--- src/source/intersect_macros.svh ---
//==========================================================
// Intersection stage parameters
// Fixed-point format, math latency and output queue sizing
//==========================================================
`ifndef INTERSECT_MACROS_SVH
`define INTERSECT_MACROS_SVH

// Fraction bits of a Q8.8 coordinate
`define FRAC_BITS 8

// Math pipeline latency, also the side-data delay
`define INT_MATH_LAT 5

// Output queues
`define FIFO_DEPTH 16
`define FIFO_AW 4     // log2 of FIFO_DEPTH

// 1.0 in the Q16.16 product format
`define ONE_Q 65536

`endif

--- src/source/intersect_pkg.sv ---
//==========================================================
// Intersection stage types
// Plain vector types for coordinates, products, side data
// and queue occupancy
//==========================================================
`default_nettype none

package intersect_pkg;

  //==========================================================
  // Geometry
  //==========================================================
  typedef logic signed [15:0] coord_t;  // Q8.8 coordinate or matrix entry
  typedef logic signed [31:0] prod_t;   // Q16.16
  typedef logic signed [63:0] wide_t;   // Q32.32 barycentric numerators

  //==========================================================
  // Request side data
  //==========================================================
  typedef logic [7:0]  ray_info_t;  // Ray tag
  typedef logic [15:0] tri_id_t;
  typedef logic [14:0] lindex_t;    // Position in the leaf list
  typedef logic [4:0]  lnum_t;      // Triangles left in the leaf

  // Queue occupancy, 0 to 16
  typedef logic [4:0] used_t;

endpackage

`default_nettype wire

--- src/source/pipe_valid_stall.sv ---
//==========================================================
// Side-data delay line
// Carries request data beside the math pipeline, counts the
// items in flight and stalls upstream when credits run out
//==========================================================
`timescale 1ns/1ps
`default_nettype none

module pipe_valid_stall import intersect_pkg::*; #(
  parameter int WIDTH = 8,
  parameter int DEPTH = 5    // Equal to the math latency and at least 2
) (
  input  logic             clk,
  input  logic             rst,
  input  logic             us_valid,
  input  logic [WIDTH-1:0] us_data,
  input  used_t            num_left,   // Free slots in the fuller queue
  output logic             us_stall,
  output logic             ds_valid,
  output logic [WIDTH-1:0] ds_data
);

  logic [WIDTH-1:0] data_sr [DEPTH];
  logic [DEPTH-1:0] valid_sr;
  used_t            in_flight;
  logic             accept;

  // Each item in flight may take one slot in each queue
  assign us_stall = us_valid && (in_flight >= num_left);
  assign accept   = us_valid && !us_stall;

  always_ff @(posedge clk) begin
    if (rst) begin
      valid_sr <= '0;
    end else begin
      valid_sr <= {valid_sr[DEPTH-2:0], accept};
    end
  end

  always_ff @(posedge clk) begin
    data_sr[0] <= us_data;
    for (int i = 1; i < DEPTH; i++) begin
      data_sr[i] <= data_sr[i-1];
    end
  end

  always_ff @(posedge clk) begin
    if (rst) begin
      in_flight <= '0;
    end else begin
      case ({accept, ds_valid})
        2'b10:   in_flight <= in_flight + 1'b1;
        2'b01:   in_flight <= in_flight - 1'b1;  // Leaves as its queue write lands
        default: in_flight <= in_flight;
      endcase
    end
  end

  assign ds_valid = valid_sr[DEPTH-1];
  assign ds_data  = data_sr[DEPTH-1];

endmodule

`default_nettype wire

--- config.mk ---
export PLATFORM = sky130hd
export DESIGN_NAME = pipe_valid_stall
export DESIGN_NICKNAME = d
export VERILOG_FILES = /design/src/source/intersect_macros.svh /design/src/source/intersect_pkg.sv /design/src/source/pipe_valid_stall.sv
export SDC_FILE = /design/constraint.sdc
export NUM_CORES = 1
export LEC_CHECK = 0
export ABC_AREA = 1
export BUFFER_PORTS_ARGS = -buffer_cell sky130_fd_sc_hd__buf_2
export CORE_ASPECT_RATIO = 1.1
export CORE_MARGIN = 4
export CORE_UTILIZATION = 56
export DETAILED_ROUTE_END_ITERATION = 6
export PLACE_DENSITY = 0.8
export SYNTH_ARGS = -nofsm -noshare
export SYNTH_HDL_FRONTEND = slang
export SYNTH_SLANG_ARGS = --single-unit
--- constraint.sdc ---
create_clock -name clk -period 6.1 [get_ports clk]
set_clock_uncertainty 0.05 [all_clocks]
set_input_delay 0.305 -clock clk [delete_from_list [all_inputs] [get_ports clk]]
set_output_delay 0.305 -clock clk [all_outputs]
set_load 0.02 [all_outputs]
==> reports/qor.txt <==
die footprint: 3560 um^2
core area: 2520 um^2
Initial DRC Count: 28
Final Hold Viols: 0
IO buf count: 25
post-synthesis xor/xnor area fraction: 0.586%
Final Util: 68.3%
DRT antenna net count: 0
P per Cell Area: 324 nW/um^2
crit path cell chain: inv_1 > ha_1 > o21ai_1 > nand4_1 > ha_1 > ha_1 > or2_1 > nand2_1 > nand2_1 > nand3_1 > nand2_1 > inv_1
Area after DPL: 1590 um^2
post-route cell area: 1720 um^2
Tmin final: 2390 ps
Max VDD drop: 0.291 mV
Overflow after GRT: 0
die height: 62.2 um
Final Hold Slack: 185 ps
Yosys top cell area share: 67.0%
CP max FO: 5
vias per cell: 4.60
CTS tree: built
# setup viols final: 0
worst setup path start: in_flight[0]$_SDFFE_PP0P_
max incr delay on CP: 360 ps
gr busiest metal: met2
Synth Area in Simple Gates: 11.1%
hold depth: 2
Yosys reg bits: 50
# diodes: 0
worst setup margin: 3710 ps
kind of critical path: flop to flop
clk sinks: 50
initial antenna violation count: 0
status: finished, final reports clean
Worst setup EP type: flop
Final Power: 0.558 mW
sequential share of the synthesized area: 67.0%
Fillers: 203
Post-layout nets: 195
post-CTS setup buffers: 0
mux cell area share after synthesis: 0%
cell count of the worst reg-to-reg path: 12
Relative slew margins: 85.8%
global-route wire length before repair: 3.94 mm
Root Buffer: clkbuf_4
Unique masters post-synth: 17
vias post-DR: 920
hold path endpoint: valid_sr[4]$_SDFF_PP0_
WP data arrival: 2640 ps
I/O Pins: 26
Critical R2R Launch: in_flight[0]$_SDFFE_PP0P_
CTS Buffer Depth: 2
Compound-Gate Fraction of Synth Area: 2.60%
Die Width: 57.2 um
r2r endpoint: in_flight[3]$_SDFFE_PP0P_
vias in the first global route: 906
largest net degree at the start of global routing: 16
Synth Net Count: 164
area leader, netlist: dfxtp_1
# DRC: 0
Pins Over Slew Limit: 0
Synth warnings: 0
WL/cell: 10.7 um
Tcrit/Tclk final: 39.1%
register-to-register path setup slack: 3710 ps
GPL Wtd Cong: 0.893
Critical Path Source Type: flop
Setup Total Neg Slack: 0 ps
Setup Slack @ Placement: 3660 ps
Initial Utilization: 59.3%
# hold bufs at CTS: 8
Post-Place Cells: 185
syn avg cell area: 10.8 um^2
dpl hpwl: 1.53 mm
WL final: 2.14 mm
cell count after synthesis: 138
highest clock rate: 419 MHz
Critical Path RT: 6350 ps
synthesized cell area: 1490 um^2
clk_lat worst skew: 350 ps
Syn-to-layout area delta: 15.2%
largest family of logic cells by synthesized area: simple AND/OR/NAND/NOR gates
Max-cap violations: 0
worst min path class: primary input to flop
# resized after CTS: 0
hold wc startpoint: rst
Slew @ Worst Pin: 213 ps
final cell count without fillers: 200
Pre-antenna DRT Iters: 4
GR Util met1: 14.9%
RSZ-0062 raised after global routing: false
Total Routing Usage GR: 14.7%
routing usage on met2: 25.1%
H-tree depth: 2
CTS clk-pin slew, worst paths: 120 ps
P_leak: 0.863 nW
num rows: 19
top post-synthesis cells by area: dfxtp_1 67%, ha_1 7.5%, inv_1 4.8%
met3 Resource Use GR: 6.21%
Slowest cell on crit path: dfxtp_1
CTS Buf Count: 5
share of post-route cells with drive strength above 1: 20.1%
Adder-Cell Fraction of Synth Area: 8.88%
-- cells in the mapped netlist (all sizes together) --
cell,count
a211oi,1
a21oi,3
a31oi,1
buf,9
dfxtp,50
fa,1
ha,9
inv,21
nand2,19
nand3,4
nand3b,1
nand4,1
nor2,13
o21ai,2
or2,2
xnor2,1
-- report_power, final --
part | switching, mW | internal (mW)
sequential | 0.00858 | 0.348
clock | 0.0910 | 0.0437
combinational | 0.0378 | 0.0294
-- per-layer routing --
layer  vias to the layer above  part of all wire, %
met1                       406                   36
met2                        34                   53
li1                        473                    -
met4                         0                  2.4
met3                         7                  8.1
met5                         -                    0
-- cell usage in the layout, fill, tap and decap left out --
cell / n
a211oi_1: 1
dfxtp_1: 50
o21ai_1: 2
nand4_1: 1
clkinv_2: 1
inv_6: 1
a31oi_1: 1
inv_2: 2
nand3_1: 4
dlygate4sd3_1: 8
nand3b_1: 1
nor2_1: 13
fa_1: 1
nand2_1: 19
clkbuf_4: 5
a21oi_1: 3
ha_1: 9
xnor2_1: 1
inv_1: 19
or2_1: 2
buf_2: 25
-- cell families (layout without fill, tap and decap cells) --
group / Yosys count / after routing
flops: 50 / 50
compound gates: 7 / 7
buf+inv: 30 / 61
xor+xnor: 1 / 1
simple gates: 40 / 40
fa+ha+maj: 10 / 10
-- critical path, delay by kind of cell, from the launching register on --
family	cells	cell delay [ps]
simple gates	6	680
flops	1	360
buf+inv	2	130
compound gates	1	160
fa+ha+maj	3	940
-- worst max path at each step --
stage | endpoint | cells after the start
6_report | in_flight[3]$_SDFFE_PP0P_ | 12
5_1_grt | in_flight[3]$_SDFFE_PP0P_ | 12
4_1_cts | in_flight[3]$_SDFFE_PP0P_ | 12
3_5_place_dp | in_flight[4]$_SDFFE_PP0P_ | 18
3_3_place_gp | in_flight[4]$_SDFFE_PP0P_ | 18
2_1_floorplan | in_flight[4]$_SDFFE_PP0P_ | 17
-- flip-flops by register name (all words and copies together) (netlist names) --
register / cells
data_sr: 40
in_flight: 5
valid_sr: 5
-- cell type report --
class                   instances  area, um^2  area share (%)
multi-input cells              58         347            20.1
clock inverters                 2        13.8           0.799
flip-flops and latches         50        1000            58.1
inverters                      21        78.8            4.58
repair buffers                 33         205            11.9
clock buffers                   5        37.5            2.18
well taps                      31        38.8            2.25
Note: power is estimated with default switching activity, not from simulation.
