## src/source/intersect_macros.svh

```systemverilog
//==========================================================
// Intersection stage parameters
// Fixed-point format, math latency and output queue sizing
//==========================================================
`ifndef INTERSECT_MACROS_SVH
`define INTERSECT_MACROS_SVH

// Fraction bits of a Q8.8 coordinate
`define FRAC_BITS 8

// Math pipeline latency, also the side-data delay
`define INT_MATH_LAT 5

// Output queues
`define FIFO_DEPTH 16
`define FIFO_AW 4     // log2 of FIFO_DEPTH

// 1.0 in the Q16.16 product format
`define ONE_Q 65536

`endif

```

## src/source/intersect_pkg.sv

```systemverilog
//==========================================================
// Intersection stage types
// Plain vector types for coordinates, products, side data
// and queue occupancy
//==========================================================
`default_nettype none

package intersect_pkg;

  //==========================================================
  // Geometry
  //==========================================================
  typedef logic signed [15:0] coord_t;  // Q8.8 coordinate or matrix entry
  typedef logic signed [31:0] prod_t;   // Q16.16
  typedef logic signed [63:0] wide_t;   // Q32.32 barycentric numerators

  //==========================================================
  // Request side data
  //==========================================================
  typedef logic [7:0]  ray_info_t;  // Ray tag
  typedef logic [15:0] tri_id_t;
  typedef logic [14:0] lindex_t;    // Position in the leaf list
  typedef logic [4:0]  lnum_t;      // Triangles left in the leaf

  // Queue occupancy, 0 to 16
  typedef logic [4:0] used_t;

endpackage

`default_nettype wire

```

## src/source/sync_fifo.sv

```systemverilog
//==========================================================
// Synchronous FIFO
// Show-ahead read, occupancy count, full and empty flags
//==========================================================
`timescale 1ns/1ps
`default_nettype none

module sync_fifo import intersect_pkg::*; #(
  parameter int WIDTH = 8,
  parameter int DEPTH = 16,  // 2**AW
  parameter int AW    = 4
) (
  input  logic             clk,
  input  logic             rst,
  input  logic             wr_en,
  input  logic [WIDTH-1:0] wr_data,
  input  logic             rd_en,
  output logic [WIDTH-1:0] rd_data,
  output logic             empty,
  output logic             full,
  output used_t            used
);

  logic [WIDTH-1:0] mem [DEPTH];
  logic [AW-1:0]    wr_ptr;
  logic [AW-1:0]    rd_ptr;
  logic             do_wr;
  logic             do_rd;

  assign empty   = (used == '0);
  assign full    = (used == used_t'(DEPTH));
  assign do_wr   = wr_en && !full;
  assign do_rd   = rd_en && !empty;
  assign rd_data = mem[rd_ptr];  // Head is visible before the read

  always_ff @(posedge clk) begin
    if (do_wr) mem[wr_ptr] <= wr_data;
  end

  always_ff @(posedge clk) begin
    if (rst) begin
      wr_ptr <= '0;
      rd_ptr <= '0;
      used   <= '0;
    end else begin
      if (do_wr) wr_ptr <= wr_ptr + 1'b1;  // Pointers wrap naturally
      if (do_rd) rd_ptr <= rd_ptr + 1'b1;
      case ({do_wr, do_rd})
        2'b10:   used <= used + 1'b1;
        2'b01:   used <= used - 1'b1;
        default: used <= used;
      endcase
    end
  end

endmodule

`default_nettype wire

```

## config.mk

```make
export PLATFORM = sky130hd
export DESIGN_NAME = sync_fifo
export DESIGN_NICKNAME = d
export VERILOG_FILES = /design/src/source/intersect_macros.svh /design/src/source/intersect_pkg.sv /design/src/source/sync_fifo.sv
export SDC_FILE = /design/constraint.sdc
export NUM_CORES = 1
export LEC_CHECK = 0
export BUFFER_PORTS_ARGS = -buffer_cell sky130_fd_sc_hd__buf_2
export CAP_MARGIN = 20
export CORE_ASPECT_RATIO = 1.5
export CORE_MARGIN = 2
export CORE_UTILIZATION = 65
export DETAILED_ROUTE_END_ITERATION = 7
export HOLD_SLACK_MARGIN = 0.12
export PLACE_DENSITY_LB_ADDON = 0.2
export REMOVE_ABC_BUFFERS = 1
export SYNTH_ARGS = -nofsm -noshare
export SYNTH_HDL_FRONTEND = slang
export SYNTH_SLANG_ARGS = --single-unit
```

## constraint.sdc

```tcl
create_clock -name clk -period 6.64 [get_ports clk]
set_input_delay 1.66 -clock clk [delete_from_list [all_inputs] [get_ports clk]]
set_output_delay 1.66 -clock clk [all_outputs]
set_load 0.02 [all_outputs]
```

==> flow_summary.json, run 1 <==
{
  "endpoint_kind": "output pin",
  "cts_num_sinks": 145,
  "arrival_ns": 2.81,
  "grt_pass1_vias": 3060,
  "ant_nets": 0,
  "n_antenna_cell": 0,
  "dpl.hpwl_mm": 6.94,
  "powerDensity_nw_per_um2": 368,
  "max_freq_mhz": 224,
  "cap_violations": 0,
  "synth.most_common_cell": "edfxtp_1",
  "outcome": "finished clean",
  "tightest_slew_ns": 1.07,
  "slew_headroom": 0.283,
  "gp_congestion": 0.788,
  "path_cells": "mux4_1 > mux4_2 > buf_2",
  "overflow": 0,
  "vdd.ir_drop.worst_v": 0.000270,
  "cp.required_ns": 4.98,
  "syn_inst": 305,
  "stdcell_count": 460,
  "cts_tree": "yes",
  "drt_iter0_drc": 227,
  "hold_class": "reg2reg",
  "grt_first_pass_wirelength_mm": 17.7,
  "post-route-period-util": 0.673,
  "ctsResizeCount": 0,
  "wl_per_cell_um": 25.9,
  "synthFlopType": "edfxtp_1",
  "drcViolationCount": 0,
  "grtUsageTotal": 0.267,
  "drtPass1Iterations": 4,
  "total_power_mw": 2.49,
  "cts_max_level": 4,
  "rows": 42,
  "core_area_um2": 8880,
  "clkLatencyLatePin_ns": 0.41,
  "fp.dieW_um": 82.3,
  "post-route-cell-area_um2": 6770,
  "critPathLaunchType": "flop",
  "power_leakage_nw": 2.31,
  "placed_cells": 428,
  "io-pin-count": 27,
  "fin_tns_setup_ns": 0,
  "path_clk_slew_ns": 0.06,
  "ys_seq_elements": 145,
  "vias": 2964,
  "rsz0062_at_grt": "no",
  "synth_commonest_cells": "edfxtp_1, mux4_1, nor2_1, dfxtp_1, mux4_2",
  "ys_types": 42,
  "drive_above_1_share": 0.231,
  "finalHoldViolations": 0,
  "critical_path_class": "reg2out",
  "crit_fanout": 32,
  "start_util": 0.673,
  "yosysWarnings": 0,
  "cts_buffers": 17,
  "fin_util": 0.762,
  "placed_cell_area_um2": 6170,
  "syn_to_final_growth_pct": 13.3,
  "drv_slew": 0,
  "drt_wl_total_mm": 11.9,
  "synth_top_area_share": 0.643,
  "ys_seq_area_frac": 0.700,
  "synth_edf_count": 128,
  "yosys.area.top_type": "edfxtp_1",
  "die_h_um": 121,
  "via_per_inst": 6.44,
  "async_flop_share": 0,
  "fin_crit_ns": 4.47,
  "place.port_buffers": 26,
  "hold_buffers": 0,
  "layout.nets": 357,
  "antenna_found_initial": 0,
  "die_area_um2": 9990,
  "postCtsSetupBuffers": 0,
  "setup_violations": 0,
  "root_buffer": "clkbuf_16",
  "crit_slowest_cell": "dfxtp_2",
  "cp_slowest_stage_delay_ns": 0.97,
  "synth.avg_cell_area_um2": 19.6,
  "grt_max_degree": 33,
  "synthTopCellsByArea": "edfxtp_1, mux4_1, dfxtp_1, mux4_2, ha_1",
  "syn_area_um2": 5970,
  "clock_path_buffers": 2,
  "finClkSkew_ns": 0.00902
}
==> registers in the layout, summed over array words and instances, names as in the netlist, named ones only <==
name	flops
mem	128
used	5
rd_ptr	4
wr_ptr	4
==> cell usage in the layout (no fill, tap or decap), drive strengths merged, types with 2 or more instances in the layout <==
master / netlist / final
mux2i: 3 / 3
nor2: 26 / 26
nand3b: 3 / 3
nor3: 7 / 7
inv: 6 / 10
ha: 8 / 8
o21a: 5 / 5
o211ai: 4 / 4
a22oi: 2 / 2
buf: 10 / 31
xor2: 7 / 7
clkbuf: 8 / 21
edfxtp: 128 / 128
or4: 3 / 3
clkinv: 1 / 8
nand2: 6 / 6
nand2b: 3 / 3
mux4: 40 / 40
dfxtp: 17 / 17
a21oi: 3 / 3
==> cells by family after synthesis <==
family / Yosys count / synth area share
compound gates: 21 / 0.0302
xor+xnor: 8 / 0.0117
fa+ha+maj: 8 / 0.0168
buf+inv: 25 / 0.0226
flops: 145 / 0.700
mux: 43 / 0.173
simple gates: 55 / 0.0450
==> critical path: cells and delay by family, from the launching register on <==
kind / cells / cell delay (ns)
buffers and inverters: 1 / 0.19
DFF: 1 / 0.97
muxes: 2 / 1.20
==> layer usage <==
metal / vias to the layer above / track usage / wire [µm]
li1: 1322 / - / -
met1: 1472 / 0.321 / 4400
met2: 145 / 0.436 / 6310
met3: 25 / 0.0766 / 855
met4: 0 / 0.128 / 356
met5: - / 0 / 0
==> stage by stage <==
stage	hold slack [ns]	setup slack (ns)
6_report	0.527	2.17
3_5_place_dp	0.520	2.66
5_1_grt	0.563	2.09
2_1_floorplan	0.495	2.63
3_3_place_gp	0.525	2.60
4_1_cts	0.535	2.14
==> area by class of cell <==
cell class,instances,area (µm²)
fillers,470,2110
clock inverters,11,67.6
inverters,7,27.5
repair buffers,31,168
flip-flops and latches,145,4190
clock buffers,21,526
multi-input cells,135,1660
well taps,110,138
==> path summary, 6_finish.rpt <==
check | startpoint | to | slack (ns) | cells after the start
worst max register to register | used[0]$_SDFFE_PP0P_ | used[2]$_SDFFE_PP0P_ | 3.60 | 9
worst max-delay path | flop | rd_data[6] | 2.17 | 3
worst min-delay path | rd_ptr[2]$_SDFFE_PP0P_ | rd_ptr[2]$_SDFFE_PP0P_ | 0.53 | 2
worst min register to register | rd_ptr[2]$_SDFFE_PP0P_ | rd_ptr[2]$_SDFFE_PP0P_ | 0.53 | 2
==> where the power goes <==
group          switching (mW)  leakage [nW]  internal (mW)  total [mW]
Combinational           0.259         0.715          0.216       0.474
Sequential             0.0638          1.29           1.04        1.10
Clock                   0.349         0.304          0.565       0.914
Note: power is estimated with default switching activity, not from simulation.
==> run 2, diff against run 1 <==
--- a/config.mk
+++ b/config.mk
@@ -5,11 +5,12 @@
 export SDC_FILE = /design/constraint.sdc
 export NUM_CORES = 1
 export LEC_CHECK = 0
+export ABC_AREA = 1
 export BUFFER_PORTS_ARGS = -buffer_cell sky130_fd_sc_hd__buf_2
 export CAP_MARGIN = 20
 export CORE_ASPECT_RATIO = 1.5
 export CORE_MARGIN = 2
-export CORE_UTILIZATION = 65
+export CORE_UTILIZATION = 55
 export DETAILED_ROUTE_END_ITERATION = 7
 export HOLD_SLACK_MARGIN = 0.12
 export PLACE_DENSITY_LB_ADDON = 0.2
==> constraint.sdc (replaced) <==
create_clock -name clk -period 4 [get_ports clk]
set_input_delay 1 -clock clk [delete_from_list [all_inputs] [get_ports clk]]
set_output_delay 1 -clock clk [all_outputs]
set_load 0.02 [all_outputs]
==> flow_summary.json, run 2 <==
{
  "drt_iter0_drc": 326,
  "final_cell_mix": "edfxtp_1, inv_1, o21ai_0, a21oi_1",
  "fin_crit_ns": 3.20,
  "fin_tns_setup_ns": 0,
  "path_clk_slew_ns": 0.06,
  "grt_pass1_vias": 3871,
  "place.port_buffers": 26,
  "drcViolationCount": 0,
  "cts_buffers": 17,
  "die_h_um": 133,
  "yosysWarnings": 0,
  "reg_top3": "mem (128), used (5)",
  "dpl.hpwl_mm": 8.44,
  "cts_num_sinks": 145,
  "crit_fanout": 33,
  "wl_met2_mm": 6.81,
  "root_buffer": "clkbuf_16",
  "vdd.ir_drop.worst_v": 0.000383,
  "synth_edf_count": 128,
  "setup_violations": 0,
  "drt_wl_total_mm": 12.7,
  "core_area_um2": 10900,
  "synthTopCellsByArea": "edfxtp_1, dfxtp_1, mux2i_1, o211ai_1, o21ai_0",
  "ys_types": 29,
  "synth-adder-area-share": 0.0164,
  "fillCellCount": 843,
  "critPathLaunchType": "flop",
  "top_layer": "met4",
  "cts_max_level": 4,
  "slew_headroom": 0.306,
  "power.combinational.fraction": 0.239,
  "via_per_inst": 5.61,
  "hold_class": "reg2reg",
  "ctsResizeCount": 0,
  "grt_first_pass_wirelength_mm": 20.1,
  "post-route-cell-area_um2": 6970,
  "async_flop_share": 0,
  "start_util": 0.558,
  "post-route-period-util": 0.800,
  "synth_mux_area_frac": 0.0525,
  "powerDensity_nw_per_um2": 656,
  "synth.most_common_cell": "edfxtp_1",
  "ant_nets": 0,
  "postCtsSetupBuffers": 0,
  "total_power_mw": 4.57,
  "cts_tree": "yes",
  "endpoint_kind": "output pin",
  "synth_top_family_by_area": "compound AO/OA/AOI/OAI gates",
  "ys_seq_area_frac": 0.686,
  "drt-met1-wl_mm": 4.94,
  "multi_input_area_um2": 1580,
  "clock_path_buffers": 2,
  "wl_per_cell_um": 19.1,
  "synth_simple_gate_area_frac": 0.0689,
  "critical_path_class": "reg2out",
  "synthFlopType": "edfxtp_1",
  "met3WireLength_um": 607,
  "top_register": "mem",
  "regArea_um2": 4190,
  "yosys.area.top_type": "edfxtp_1",
  "synth_commonest_cells": "edfxtp_1, inv_1, o21ai_0, a21oi_1",
  "power.share.switching": 0.311,
  "power_leakage_nw": 2.51,
  "layout.nets": 525,
  "fp.dieW_um": 90.0,
  "clkPwrFrac": 0.360,
  "syn_inst": 478,
  "grt_max_degree": 47,
  "synth_compound_area_frac": 0.113,
  "n_antenna_cell": 0,
  "rsz0062_at_grt": "no",
  "synth_top_area_share": 0.630,
  "largest_reg_flops": 128,
  "p_seq_frac": 0.401,
  "ys_seq_elements": 145,
  "antenna_found_initial": 0,
  "synth.avg_cell_area_um2": 12.8,
  "rows": 47,
  "io-pin-count": 27,
  "finClkSkew_ns": 0.00603,
  "syn_area_um2": 6100,
  "hold_buffers": 0,
  "gp_congestion": 0.823,
  "placed_cell_area_um2": 6350,
  "cp.required_ns": 3.00,
  "drv_slew": 0,
  "p_sw_mw": 1.42,
  "cap_violations": 0,
  "tightest_slew_ns": 1.04,
  "final_common_cell": "edfxtp_1",
  "syn_to_final_growth_pct": 14.2,
  "drive_above_1_share": 0.147,
  "finalHoldViolations": 0,
  "max_freq_mhz": 312,
  "synth_xor_area_frac": 0.00841,
  "die_area_um2": 12000,
  "overflow": 0,
  "p_int_mw": 3.15,
  "arrival_ns": 2.20,
  "outcome": "finished clean",
  "clkLatencyLatePin_ns": 0.42,
  "vias": 3728,
  "drtPass1Iterations": 6,
  "grtUsageTotal": 0.226
}
[run 2: cell types whose count changed after synthesis, sizes merged, moves of 5 or more]
cell / delta
inv: +52
o21ai: +46
mux4: -40
a21oi: +37
mux2i: +29
o211ai: +28
nand2: +24
nand3: +17
nor2: +9
nor3: -7
nand4: +5
o21a: -5
[run 2: per-layer routing]
layer,vias to the layer above,track usage
met4,0,0.111
li1,1779,-
met3,26,0.0581
met1,1809,0.254
met5,-,0
met2,114,0.401
[run 2: layout make-up]
class,instances,area share
Clock buffer,19,0.0621
Clock inverter,13,0.0268
Inverter,58,0.0320
Multi-Input combinational cell,253,0.227
Sequential cell,145,0.601
Tap cell,147,0.0264
Timing Repair Buffer,30,0.0248
[run 2: power by group through the flow]
| stage | clock [mW] | combinational (mW) | sequential (mW) |
|---|---|---|---|
| 2_1_floorplan | 0 | 0.684 | 1.94 |
| 3_3_place_gp | 0 | 1.08 | 1.86 |
| 3_5_place_dp | 0 | 1.09 | 1.86 |
| 4_1_cts | 1.66 | 1.10 | 1.83 |
| 5_1_grt | 1.73 | 1.22 | 1.85 |
| 6_report | 1.65 | 1.09 | 1.83 |
[run 2: final timing paths]
kind | from | endpoint | slack (ns) | cells after the start
setup / recovery | flop | rd_data[3] | 0.80 | 6
hold / removal | rd_ptr[1]$_SDFFE_PP0P_ | flop | 0.51 | 2
setup reg to reg | used[2]$_SDFFE_PP0P_ | mem[5][4]$_DFFE_PP_ | 1.78 | 6
hold reg to reg | rd_ptr[1]$_SDFFE_PP0P_ | flop | 0.51 | 2
[run 2: kinds of logic after synthesis]
kind of cell    count (synthesis)
fa+ha+maj                       8
mux                            32
compound gates                120
flops                         145
buf+inv                        80
xor+xnor                        5
simple gates                   88
[run 2: critical path: stages, from the launching register on]
cell and delay, ns:
dfxtp_4 0.59, buf_4 0.33, mux2i_1 0.32, o211ai_1 0.12, o211ai_1 0.12, nand2_1 0.12
buf_2 0.18
[run 2: metrics by stage]
stage	setup WS [ns]	std cells	utilization	hold WS, ns
detailed placement	1.22	633	0.580	0.499
CTS	0.774	665	0.637	0.509
global placement	1.21	633	0.580	0.485
global route	0.663	665	0.637	0.538
floorplan	0.101	456	-	0.469
finish	0.799	665	0.637	0.506
